--- src/verilog/rv_ctrl_pkg.sv ---
package rv_ctrl_pkg;

    // datapath and instruction width
    localparam int XLEN = 32;
    // register file address width
    localparam int REG_AW = 5;

    // major opcodes, instruction bits 6:0
    localparam logic [6:0] OPC_LUI    = 7'b0110111;
    localparam logic [6:0] OPC_AUIPC  = 7'b0010111;
    localparam logic [6:0] OPC_JAL    = 7'b1101111;
    localparam logic [6:0] OPC_JALR   = 7'b1100111;
    localparam logic [6:0] OPC_BRANCH = 7'b1100011;
    localparam logic [6:0] OPC_LOAD   = 7'b0000011;
    localparam logic [6:0] OPC_STORE  = 7'b0100011;
    localparam logic [6:0] OPC_IMM    = 7'b0010011;
    localparam logic [6:0] OPC_ALU    = 7'b0110011;
    localparam logic [6:0] OPC_SYSTEM = 7'b1110011;
    localparam logic [6:0] OPC_FENCE  = 7'b0001111;

    // sha-256 unary ops sit under op-imm with this funct3
    localparam logic [2:0] F3_SHA = 3'b001;

    // alu function codes as seen by the execute stage
    typedef enum logic [3:0] {
        ALU_ADD      = 4'd0,
        ALU_SUB      = 4'd1,
        ALU_SLL      = 4'd2,
        ALU_SLT      = 4'd3,
        ALU_SLTU     = 4'd4,
        ALU_XOR      = 4'd5,
        ALU_SRL      = 4'd6,
        ALU_SRA      = 4'd7,
        ALU_OR       = 4'd8,
        ALU_AND      = 4'd9,
        // add, then clear bit 0 of the target
        ALU_ADD_JALR = 4'd10
    } alu_func_e;

    // load/store access size, u = zero extend
    typedef enum logic [2:0] {
        SZ_B  = 3'd0,
        SZ_BU = 3'd1,
        SZ_H  = 3'd2,
        SZ_HU = 3'd3,
        SZ_W  = 3'd4
    } mem_size_e;

    // writeback source
    typedef enum logic [1:0] {
        RD_ALU  = 2'd0,
        RD_IMM  = 2'd1,
        RD_PC4  = 2'd2,
        RD_LOAD = 2'd3
    } rd_sel_e;

    // sha-256 op, straight from bits 21:20
    typedef enum logic [1:0] {
        SHA_SUM0 = 2'd0,
        SHA_SUM1 = 2'd1,
        SHA_SIG0 = 2'd2,
        SHA_SIG1 = 2'd3
    } sha_op_e;

    // load sequencer states
    typedef enum logic {
        ST_IDLE = 1'b0,
        ST_WB   = 1'b1
    } seq_state_e;

    // r-type field layout
    typedef struct packed {
        logic [6:0]        funct7;
        logic [REG_AW-1:0] rs2;
        logic [REG_AW-1:0] rs1;
        logic [2:0]        funct3;
        logic [REG_AW-1:0] rd;
        logic [6:0]        opcode;
    } r_fields_t;

    // i-type field layout, also the base for s/b/u/j immediates
    typedef struct packed {
        logic [11:0]       imm12;
        logic [REG_AW-1:0] rs1;
        logic [2:0]        funct3;
        logic [REG_AW-1:0] rd;
        logic [6:0]        opcode;
    } i_fields_t;

    // one instruction word, two decodings
    typedef union packed {
        r_fields_t r;
        i_fields_t i;
    } insn_u;

    // execute and fetch controls
    typedef struct packed {
        alu_func_e alu_func;
        logic      mux_a_sel;
        logic      mux_b_sel;
        logic      pc_add_sel;
        logic      pc_next_sel;
        logic      jal_sel;
        logic      mem_we;
        logic      store;
        logic      load;
    } ctrl_t;

    // register writeback
    typedef struct packed {
        logic [REG_AW-1:0] rd;
        rd_sel_e           rd_sel;
        logic              reg_we;
    } wb_t;

    // crypto unit request
    typedef struct packed {
        logic       valid;
        logic [1:0] bs;
        sha_op_e    op;
    } crypto_t;

endpackage
--- src/verilog/imm_gen.sv ---
module imm_gen (
    input  rv_ctrl_pkg::insn_u           instr_i,
    output logic [rv_ctrl_pkg::XLEN-1:0] imm_o
);

    // raw fields, all through the i view
    logic [11:0] imm12;
    logic [4:0]  rd_f;
    // instruction bits 19:12
    logic [7:0]  mid8;
    logic        sign;

    assign imm12 = instr_i.i.imm12;
    assign rd_f  = instr_i.i.rd;
    assign mid8  = {instr_i.i.rs1, instr_i.i.funct3};
    // sign bit is always instruction bit 31
    assign sign  = imm12[11];

    always_comb begin
        case (instr_i.i.opcode)
            // u-format, upper 20 bits
            rv_ctrl_pkg::OPC_LUI,
            rv_ctrl_pkg::OPC_AUIPC: begin
                imm_o = {imm12, mid8, 12'b0};
            end
            // j-format, halfword offset
            rv_ctrl_pkg::OPC_JAL: begin
                imm_o = {{(rv_ctrl_pkg::XLEN-20){sign}}, mid8, imm12[0],
                         imm12[10:1], 1'b0};
            end
            // b-format, halfword offset
            rv_ctrl_pkg::OPC_BRANCH: begin
                imm_o = {{(rv_ctrl_pkg::XLEN-12){sign}}, rd_f[0], imm12[10:5],
                         rd_f[4:1], 1'b0};
            end
            // s-format, low bits live in the rd slot
            rv_ctrl_pkg::OPC_STORE: begin
                imm_o = {{(rv_ctrl_pkg::XLEN-12){sign}}, imm12[11:5], rd_f};
            end
            // i-format for jalr, loads, op-imm, system
            default: begin
                imm_o = {{(rv_ctrl_pkg::XLEN-12){sign}}, imm12};
            end
        endcase
    end

endmodule

--- src/verilog/mem_seq.sv ---
module mem_seq (
    input  logic                   clk,
    input  logic                   rst,
    input  rv_ctrl_pkg::insn_u     instr_i,
    input  rv_ctrl_pkg::wb_t       dec_wb_i,
    input  rv_ctrl_pkg::ctrl_t     ctrl_i,
    output rv_ctrl_pkg::wb_t       wb_o,
    output logic                   stall_o,
    output rv_ctrl_pkg::mem_size_e size_o
);

    rv_ctrl_pkg::seq_state_e        state_q, state_d;
    // destination of the load in flight
    logic [rv_ctrl_pkg::REG_AW-1:0] ld_rd_q;
    rv_ctrl_pkg::mem_size_e         size_d;

    // first load cycle holds fetch
    assign stall_o = (state_q == rv_ctrl_pkg::ST_IDLE) && ctrl_i.load;

    always_comb begin
        state_d = state_q;
        case (state_q)
            rv_ctrl_pkg::ST_IDLE: if (ctrl_i.load) state_d = rv_ctrl_pkg::ST_WB;
            // one writeback cycle, then back
            default: state_d = rv_ctrl_pkg::ST_IDLE;
        endcase
    end

    always_ff @(posedge clk or negedge rst) begin
        if (!rst) begin
            state_q <= rv_ctrl_pkg::ST_IDLE;
        end else begin
            state_q <= state_d;
        end
    end

    always_ff @(posedge clk) begin
        if (stall_o) begin
            ld_rd_q <= dec_wb_i.rd;
        end
    end

    // funct3 to access size
    always_comb begin
        case (instr_i.r.funct3)
            3'b000:  size_d = rv_ctrl_pkg::SZ_B;
            3'b001:  size_d = rv_ctrl_pkg::SZ_H;
            3'b010:  size_d = rv_ctrl_pkg::SZ_W;
            3'b100:  size_d = rv_ctrl_pkg::SZ_BU;
            3'b101:  size_d = rv_ctrl_pkg::SZ_HU;
            default: size_d = rv_ctrl_pkg::SZ_B;
        endcase
    end

    // size only moves on a memory op
    always_ff @(posedge clk or negedge rst) begin
        if (!rst) begin
            size_o <= rv_ctrl_pkg::SZ_B;
        end else if (ctrl_i.load || ctrl_i.store) begin
            size_o <= size_d;
        end
    end

    // wb state swaps in the delayed load writeback
    always_comb begin
        wb_o = dec_wb_i;
        if (state_q == rv_ctrl_pkg::ST_WB) begin
            wb_o.rd = ld_rd_q;
            wb_o.rd_sel = rv_ctrl_pkg::RD_LOAD;
            wb_o.reg_we = |ld_rd_q;
        end
    end

endmodule

--- src/verilog/op_decode.sv ---
module op_decode (
    input  logic                 rst,
    input  rv_ctrl_pkg::insn_u   instr_i,
    input  logic                 eq_i,
    input  logic                 lt_i,
    input  logic                 ltu_i,
    output rv_ctrl_pkg::ctrl_t   ctrl_o,
    output rv_ctrl_pkg::wb_t     wb_o,
    output rv_ctrl_pkg::crypto_t crypto_o,
    output logic                 sys_o
);

    logic [6:0] opcode;
    logic [2:0] funct3;
    logic [6:0] funct7;
    // one-hot funct3
    logic [7:0] f3;
    // instruction bit 30, sub/sra select
    logic       alt;
    logic       is_lui, is_auipc, is_jal, is_jalr, is_branch;
    logic       is_load, is_store, is_imm, is_alu;
    logic       br_taken;
    logic       rd_nz;
    logic       sha_hit;
    rv_ctrl_pkg::alu_func_e alu_func;
    rv_ctrl_pkg::ctrl_t     ctrl_d;
    rv_ctrl_pkg::wb_t       wb_d;
    rv_ctrl_pkg::crypto_t   crypto_d;
    logic                   sys_d;

    assign opcode = instr_i.r.opcode;
    assign funct3 = instr_i.r.funct3;
    assign funct7 = instr_i.r.funct7;
    assign f3     = 8'b1 << funct3;
    assign alt    = funct7[5];

    // opcode match
    assign is_lui    = (opcode == rv_ctrl_pkg::OPC_LUI);
    assign is_auipc  = (opcode == rv_ctrl_pkg::OPC_AUIPC);
    assign is_jal    = (opcode == rv_ctrl_pkg::OPC_JAL);
    assign is_jalr   = (opcode == rv_ctrl_pkg::OPC_JALR);
    assign is_branch = (opcode == rv_ctrl_pkg::OPC_BRANCH);
    assign is_load   = (opcode == rv_ctrl_pkg::OPC_LOAD);
    assign is_store  = (opcode == rv_ctrl_pkg::OPC_STORE);
    assign is_imm    = (opcode == rv_ctrl_pkg::OPC_IMM);
    assign is_alu    = (opcode == rv_ctrl_pkg::OPC_ALU);
    assign sys_d     = (opcode == rv_ctrl_pkg::OPC_SYSTEM) ||
                       (opcode == rv_ctrl_pkg::OPC_FENCE);

    // branch condition against the comparator flags
    // beq bne - - blt bge bltu bgeu
    assign br_taken = is_branch & ((f3[0] & eq_i) | (f3[1] & ~eq_i) |
                                   (f3[4] & lt_i) | (f3[5] & ~lt_i) |
                                   (f3[6] & ltu_i) | (f3[7] & ~ltu_i));

    // alu function, add unless op/op-imm/jalr say otherwise
    always_comb begin
        alu_func = rv_ctrl_pkg::ALU_ADD;
        if (is_jalr) begin
            alu_func = rv_ctrl_pkg::ALU_ADD_JALR;
        end else if (is_alu || is_imm) begin
            unique case (1'b1)
                // addi never subtracts
                f3[0]: alu_func = (is_alu && alt) ? rv_ctrl_pkg::ALU_SUB
                                                  : rv_ctrl_pkg::ALU_ADD;
                f3[1]: alu_func = rv_ctrl_pkg::ALU_SLL;
                f3[2]: alu_func = rv_ctrl_pkg::ALU_SLT;
                f3[3]: alu_func = rv_ctrl_pkg::ALU_SLTU;
                f3[4]: alu_func = rv_ctrl_pkg::ALU_XOR;
                // srai shares bit 30 with sra
                f3[5]: alu_func = alt ? rv_ctrl_pkg::ALU_SRA : rv_ctrl_pkg::ALU_SRL;
                f3[6]: alu_func = rv_ctrl_pkg::ALU_OR;
                f3[7]: alu_func = rv_ctrl_pkg::ALU_AND;
                default: alu_func = rv_ctrl_pkg::ALU_ADD;
            endcase
        end
    end

    // operand and pc selects
    always_comb begin
        ctrl_d = '0;
        ctrl_d.alu_func = alu_func;
        // pc into operand a
        ctrl_d.mux_a_sel = is_jal | is_lui | is_auipc;
        // immediate into operand b
        ctrl_d.mux_b_sel = is_lui | is_auipc | is_jal | is_jalr |
                           is_load | is_store | is_imm;
        // pc + imm target
        ctrl_d.pc_add_sel = is_jal | br_taken;
        // rs1 + imm target
        ctrl_d.pc_next_sel = is_jalr;
        ctrl_d.jal_sel = is_jal | is_jalr;
        ctrl_d.mem_we = is_store;
        ctrl_d.store = is_store;
        ctrl_d.load = is_load;
    end

    // provisional writeback; loads are finished by the sequencer
    assign rd_nz = |instr_i.r.rd;

    always_comb begin
        wb_d.rd = instr_i.r.rd;
        wb_d.rd_sel = rv_ctrl_pkg::RD_ALU;
        if (is_lui) begin
            wb_d.rd_sel = rv_ctrl_pkg::RD_IMM;
        end else if (is_jal || is_jalr) begin
            wb_d.rd_sel = rv_ctrl_pkg::RD_PC4;
        end
        // x0 never written
        wb_d.reg_we = rd_nz & (is_lui | is_auipc | is_jal | is_jalr | is_alu | is_imm);
    end

    // sha-256 unary ops, funct7 = 0001000 and rs2[4:2] = 0
    assign sha_hit = is_imm && f3[rv_ctrl_pkg::F3_SHA] && funct7[3] &&
                     !(|{funct7[6:4], funct7[2:0]}) && !(|instr_i.r.rs2[4:2]);

    always_comb begin
        crypto_d.valid = sha_hit;
        crypto_d.bs = funct7[6:5];
        crypto_d.op = rv_ctrl_pkg::sha_op_e'(instr_i.i.imm12[1:0]);
    end

    // everything held at zero in reset
    assign ctrl_o   = rst ? ctrl_d : '0;
    assign wb_o     = rst ? wb_d : '0;
    assign crypto_o = rst ? crypto_d : '0;
    assign sys_o    = rst & sys_d;

endmodule

--- src/verilog/rv_ctrl.sv ---
module rv_ctrl (
    input  logic                             clk,
    input  logic                             rst,
    input  rv_ctrl_pkg::insn_u               instr_i,
    input  logic                             eq_i,
    input  logic                             lt_i,
    input  logic                             ltu_i,
    output logic [rv_ctrl_pkg::REG_AW-1:0]   rs1_o,
    output logic [rv_ctrl_pkg::REG_AW-1:0]   rs2_o,
    output logic [rv_ctrl_pkg::XLEN-1:0]     imm_o,
    output rv_ctrl_pkg::ctrl_t               ctrl_o,
    output rv_ctrl_pkg::wb_t                 wb_o,
    output rv_ctrl_pkg::mem_size_e           size_o,
    output rv_ctrl_pkg::crypto_t             crypto_o,
    output logic                             sys_o,
    output logic                             stall_o
);

    // writeback before the load sequencer
    rv_ctrl_pkg::wb_t dec_wb;

    // source registers straight from the r view
    assign rs1_o = instr_i.r.rs1;
    assign rs2_o = instr_i.r.rs2;

    imm_gen i_imm_gen (
        .instr_i (instr_i),
        .imm_o   (imm_o)
    );

    op_decode i_op_decode (
        .rst      (rst),
        .instr_i  (instr_i),
        .eq_i     (eq_i),
        .lt_i     (lt_i),
        .ltu_i    (ltu_i),
        .ctrl_o   (ctrl_o),
        .wb_o     (dec_wb),
        .crypto_o (crypto_o),
        .sys_o    (sys_o)
    );

    mem_seq i_mem_seq (
        .clk      (clk),
        .rst      (rst),
        .instr_i  (instr_i),
        .dec_wb_i (dec_wb),
        .ctrl_i   (ctrl_o),
        .wb_o     (wb_o),
        .stall_o  (stall_o),
        .size_o   (size_o)
    );

endmodule

--- config.mk ---
export PLATFORM = sky130hd
export DESIGN_NAME = rv_ctrl
export DESIGN_NICKNAME = d
export VERILOG_FILES = /design/src/verilog/rv_ctrl_pkg.sv /design/src/verilog/imm_gen.sv /design/src/verilog/mem_seq.sv /design/src/verilog/op_decode.sv /design/src/verilog/rv_ctrl.sv
export SDC_FILE = /design/constraint.sdc
export NUM_CORES = 1
export LEC_CHECK = 0
export BUFFER_PORTS_ARGS = -buffer_cell sky130_fd_sc_hd__buf_2
export CAP_MARGIN = 0
export CORE_ASPECT_RATIO = 0.5
export CORE_MARGIN = 8
export CORE_UTILIZATION = 43
export DETAILED_ROUTE_END_ITERATION = 6
export HOLD_SLACK_MARGIN = 0.05
export PLACE_DENSITY = 0.87
export SYNTH_ARGS = -nofsm -noshare
export SYNTH_HDL_FRONTEND = slang
export SYNTH_HIERARCHICAL = 1
export SYNTH_SLANG_ARGS = --single-unit
--- constraint.sdc ---
create_clock -name clk -period 3.8 [get_ports clk]
set_input_delay 0.38 -clock clk [delete_from_list [all_inputs] [get_ports clk]]
set_output_delay 0.38 -clock clk [all_outputs]
set_load 0.02 [all_outputs]
======== Word-level counts from Yosys, hierarchy flattened ========
Index checks and enable logic that the tools add are counted.
cells by class
  eq/ne operators ......................... 15
  reduce and logical (&&, ||, !) cells .... 17
  mux-type cells .......................... 15
  shift-type cells ........................ 1
  bitwise operators ....................... 30
operator list
  kind                                              count
  case mux 31 bit (4 select lines)                  1
  case mux 4 bit (8 select lines)                   1
  == test 7 bit (second input constant)             4
  == test 7 x 6 -> 1 bit (second input constant)    3
  bitwise OR 1 bit                                  17
  2-to-1 mux 8 bit                                  2
  == test 7 x 5 -> 1 bit (second input constant)    2
  2-to-1 mux 12 bit                                 1
  case mux 3 bit (4 select lines)                   1
  OR reduction 5 bit                                2
  AND 1 bit                                         9
  2-to-1 mux 4 bit                                  2
  << shifter 1 x 3 -> 8 bit (first input constant)  1
  == test 7 x 2 -> 1 bit (second input constant)    1
  == test 7 x 4 -> 1 bit (second input constant)    1
  == test 3 bit (second input constant)             2
  logical AND 1 bit                                 6
  OR reduction 6 bit                                1
  2-to-1 mux 5 bit                                  1
  logical OR 1 bit                                  4
  2-to-1 mux 1 bit                                  4
  2-to-1 mux 2 bit                                  2
  inverter 1 bit                                    4
  == test 3 x 1 -> 1 bit (second input constant)    1
  other kinds (4)                                   5
storage, ports and cells
  output and inout bits ................... 72
  word-level logic and storage cells ...... 81
  register bits ........................... 9
  input port bits ......................... 37

======== Logic depth before layout (Yosys ltp) ========
  depth in word-level cells ............... 12
  depth in mapped cells ................... 6
  gate-level depth less buffers ........... 6

======== Hierarchy ========
The synthesis kept the hierarchy.
modules (own cells, without submodules)
  module     sequential area each (um2)  instances  area an instance (um2)  cells each
  mem_seq    250.2                       1          436.7                   29
  op_decode  0.0                         1          432.9                   73
  imm_gen    0.0                         1          412.9                   64
  rv_ctrl    0.0                         1          75.1                    10

======== Worst setup path after synthesis ========
Ideal clock, no wire load.
  path type ............................... input-to-output
  start point ............................. input port instr_i[3] in the netlist's numbering
  end point ............................... output port stall_o
  setup slack ............................. 1.444 ns
  path buffers ............................ 1
  arrival time ............................ 1.976 ns
  stages on the path ...................... 4
  required time ........................... 3.420 ns
  cell sequence ........................... buf_6 > or4_4 > nor3_1 > and2b_2
RTL lines
  item         line           RTL
  from (decl)  rv_ctrl.sv:4   input rv_ctrl_pkg::insn_u instr_i,
  to (decl)    rv_ctrl.sv:16  output logic stall_o

======== Final worst setup path ========
  start point ............................. input port rst
  end point ............................... output port stall_o
on the way
  cells in the longest elaborated chain, start to end .. 2
ends and longest elaborated chain
  item               line              RTL
  from (decl)        rv_ctrl.sv:3      input logic rst,
  2-to-1 mux 12 bit  op_decode.sv:124  assign ctrl_o = rst ? ctrl_d : '0;
  logical AND 1 bit  mem_seq.sv:18     assign stall_o = (state_q == rv_ctrl_pkg::ST_IDLE) && ctrl_i.load;
Every way passes these cells.

==> load_flow_metrics.sql <==
INSERT INTO impl_metrics (metric_group, metric, value, unit) VALUES
('grt', 'number_of_antenna_violations_at_the_first_check_in_global_routing', '0', ''),
('grt', 'largest_net_degree_at_the_start_of_global_routing', '20', ''),
('clock_network', 'clock_tree.htree_level_count', '1', ''),
('finish', 'mostFrequentLayoutCell', 'sky130_fd_sc_hd__buf_2', ''),
('die', 'rows', '14', ''),
('drt', 'vias_per_cell', '5.375', ''),
('drt', 'routed-via-count', '1661', ''),
('worst_setup_path', 'critPathMaxStageDelay', '0.52', 'ns'),
('worst_setup_path', 'r2r_setup_slack', '2.61', 'ns'),
('power_and_ir_drop', 'power_leakage', '1.042', 'nW'),
('timing', 'final_hold_viol_count', '0', ''),
('timing', 'finalMaxSlewViolations', '0', ''),
('worst_hold_path', 'worstHoldStart', 'i_mem_seq/size_o[0]', ''),
('worst_setup_path', 'chain_of_cells_forming_the_critical_path', 'dlygate4sd3_1 > buf_2 > nand3_1 > or4_4 > nor3_1 > and2b_2 > buf_2', ''),
('logic_synthesis', 'synth.yosys.seq_area_share', '18.43', '%'),
('clock_network', 'cts_made_buffers', '3', ''),
('grt', 'grt.overflow.total', '0', ''),
('logic_synthesis', 'post_synth_and_or_nand_nor_area_fraction', '37.24', '%'),
('worst_setup_path', 'reg2reg_from', 'i_mem_seq/state_q', ''),
('finish', 'postLayoutCellArea', '0.001867', 'mm²'),
('finish', 'most-common-layout-cells', 'sky130_fd_sc_hd__buf_2 (108), sky130_fd_sc_hd__a21o_1 (19), sky130_fd_sc_hd__nand2_1 (16)', ''),
('finish', 'area.growth.synth_to_final', '37.51', '%'),
('logic_synthesis', 'mapped_nets', '213', ''),
('worst_hold_path', 'timing.hold.worst.class', 'reg -> reg', ''),
('die', 'die_area', '0.005320', 'mm²'),
('outcome', 'outcome', 'finished clean', ''),
('logic_synthesis', 'avgSynthCellArea', '7.713', 'µm²'),
('worst_setup_path', 'worstPathArrival', '2.61', 'ns'),
('die', 'fp.coreArea', '0.003013', 'mm²'),
('clock_network', 'clock_sinks', '9', ''),
('clock_network', 'cts_max_path_buffers', '2', ''),
('timing', 'clock-skew-final', '0.004709', 'ns'),
('power_and_ir_drop', 'p_total', '397.5', 'µW'),
('worst_setup_path', 'worstPathRequired', '3.42', 'ns'),
('power_and_ir_drop', 'max-vdd-ir-drop', '0.0001588', 'V'),
('die', 'io_pins', '109', ''),
('timing', 'max_slew.worst_pin.slew', '0.5180', 'ns'),
('place', 'io_buffers', '108', ''),
('clock_network', 'clock_latency', '0.23', 'ns'),
('finish', 'layout.nets', '307', ''),
('place', 'dpl-instance-area', '0.001812', 'mm²'),
('grt', 'grt_pass1_wl', '7.900', 'mm'),
('drt', 'drc', '0', ''),
('logic_synthesis', 'post_synth_fa_ha_maj_area_fraction', '0', '%'),
('finish', 'post_route_cells_drive_above_1_share', '48.70', '%'),
('logic_synthesis', 'synthCells', '176', ''),
('clock_network', 'clk_pin_slew_worst_paths', '0.04', 'ns'),
('worst_setup_path', 'critical_path.startpoint', 'rst', ''),
('logic_synthesis', 'ys_types', '45', ''),
('place', 'gp_congestion', '0.8462', ''),
('worst_setup_path', 'timing_worst_setup_path_type', 'in -> out', ''),
('timing', 'period_minus_slack', '2.985', 'ns'),
('worst_setup_path', 'crit_top_cell', 'sky130_fd_sc_hd__buf_2', ''),
('power_and_ir_drop', 'power_density', '213.0', 'mW/mm²'),
('drt', 'detailedRoute.firstPassIterationCount', '4', ''),
('logic_synthesis', 'postSynth.asyncResetShare', '44.44', '%'),
('worst_setup_path', 'crit_path_end_kind', 'output port', ''),
('grt', 'vias_in_the_first_global_route', '1683', ''),
('timing', 'max_clock_freq', '335.0', 'MHz'),
('worst_setup_path', 'timing.critical_path.to', 'stall_o', ''),
('drt', 'detail-route-antenna-nets', '0', ''),
('timing', 'slew_headroom', '65.15', '%'),
('finish', 'num_antenna_cells', '0', ''),
('worst_setup_path', 'crit_family', 'simple AND/OR/NAND/NOR gates', ''),
('drt', 'drtIter0Drc', '105', ''),
('worst_setup_path', 'worst_setup_path_start_kind', 'input pin', ''),
('die', 'die_h', '55.73', 'µm'),
('logic_synthesis', 'multiplexer_fraction_of_the_synthesized_cell_area', '8.018', '%'),
('logic_synthesis', 'ys_dominant_reg_cell', 'sky130_fd_sc_hd__edfxtp_1', ''),
('drt', 'wirelength', '4.826', 'mm'),
('timing', 'fin_crit_sh', '78.56', '%');
sequential cells by signal (all words and copies together), names as in the netlist:
signal             cells
i_mem_seq/state_q      1
i_mem_seq/size_o       3
i_mem_seq/ld_rd_q      5
layer usage:
metal	wire [µm]	GRT usage [%]
met4	65	4.989
met5	0	0
met1	1893	19.72
met3	365	3.634
met2	2500	32.55
final cells by class:
cell class / count / area (µm²)
clock buffer: 4 / 45.04
fill: 295 / 1146
inverter: 6 / 22.52
multi-input combinational: 140 / 940.9
sequential: 9 / 250.2
tap: 40 / 50.05
timing repair buffer: 110 / 558.0
synthesized netlist by cell type (3+ instances only):
cell type,count,area share (%)
sky130_fd_sc_hd__clkbuf_1,3,0.83
sky130_fd_sc_hd__nor2_1,9,2.5
sky130_fd_sc_hd__buf_4,12,6.6
sky130_fd_sc_hd__a21o_1,19,11
sky130_fd_sc_hd__dfrtp_1,4,7.4
sky130_fd_sc_hd__mux2_2,3,2.5
sky130_fd_sc_hd__o21ai_0,4,1.5
sky130_fd_sc_hd__nor4_1,5,2.3
sky130_fd_sc_hd__nand4_1,4,1.8
sky130_fd_sc_hd__or4_1,3,1.7
sky130_fd_sc_hd__nand2_1,16,4.4
sky130_fd_sc_hd__xnor2_1,3,1.9
sky130_fd_sc_hd__nor3_1,5,1.8
sky130_fd_sc_hd__nor2b_1,4,1.8
sky130_fd_sc_hd__inv_1,6,1.7
sky130_fd_sc_hd__nor3b_1,3,1.7
sky130_fd_sc_hd__and2_1,15,6.9
sky130_fd_sc_hd__a21oi_1,7,2.6
sky130_fd_sc_hd__nand3_1,8,2.9
sky130_fd_sc_hd__edfxtp_1,5,11
sky130_fd_sc_hd__mux2_4,5,5.5
sky130_fd_sc_hd__buf_2,4,1.5
worst min-delay path by stage:
stage | cells past startpoint | slack (ns) | end
3_5_place_dp | 1 | 0.28 | i_mem_seq/size_o[1]
2_1_floorplan | 0 | 0.08 | i_mem_seq/size_o[0]
6_report | 1 | 0.50 | i_mem_seq/size_o[0]
5_1_grt | 2 | 0.51 | i_mem_seq/ld_rd_q[0]
3_3_place_gp | 1 | 0.26 | i_mem_seq/size_o[1]
4_1_cts | 2 | 0.51 | i_mem_seq/ld_rd_q[4]
power by group:
group	switching [mW]	internal (mW)	total [mW]
registers	0.00132	0.106	0.108
logic	0.112	0.0682	0.180
clock network	0.0366	0.0730	0.110
total	0.150	0.247	0.398
through the flow:
stage          hold slack, ns  cells  worst slack, ns  util [%]
6_report               0.5026    309           0.8149     61.96
5_1_grt                0.5149    309           0.6462     61.96
4_1_cts                0.5089    309           0.8111     61.96
3_5_place_dp           0.2764    304            1.336     60.13
3_3_place_gp           0.2622    304            1.444     60.13
2_1_floorplan         0.08441    176            1.444         -
kinds of logic after synthesis:
group | Yosys count
simple gates | 87
compound gates | 41
buf+inv | 27
flops | 9
mux | 8
xor+xnor | 4
repair_timing:
action,in CTS,in global routing
hold buffers,1,0
buffers inserted,0,0
hold endpoints to repair,4,0
(Power assumes the default switching activity.)
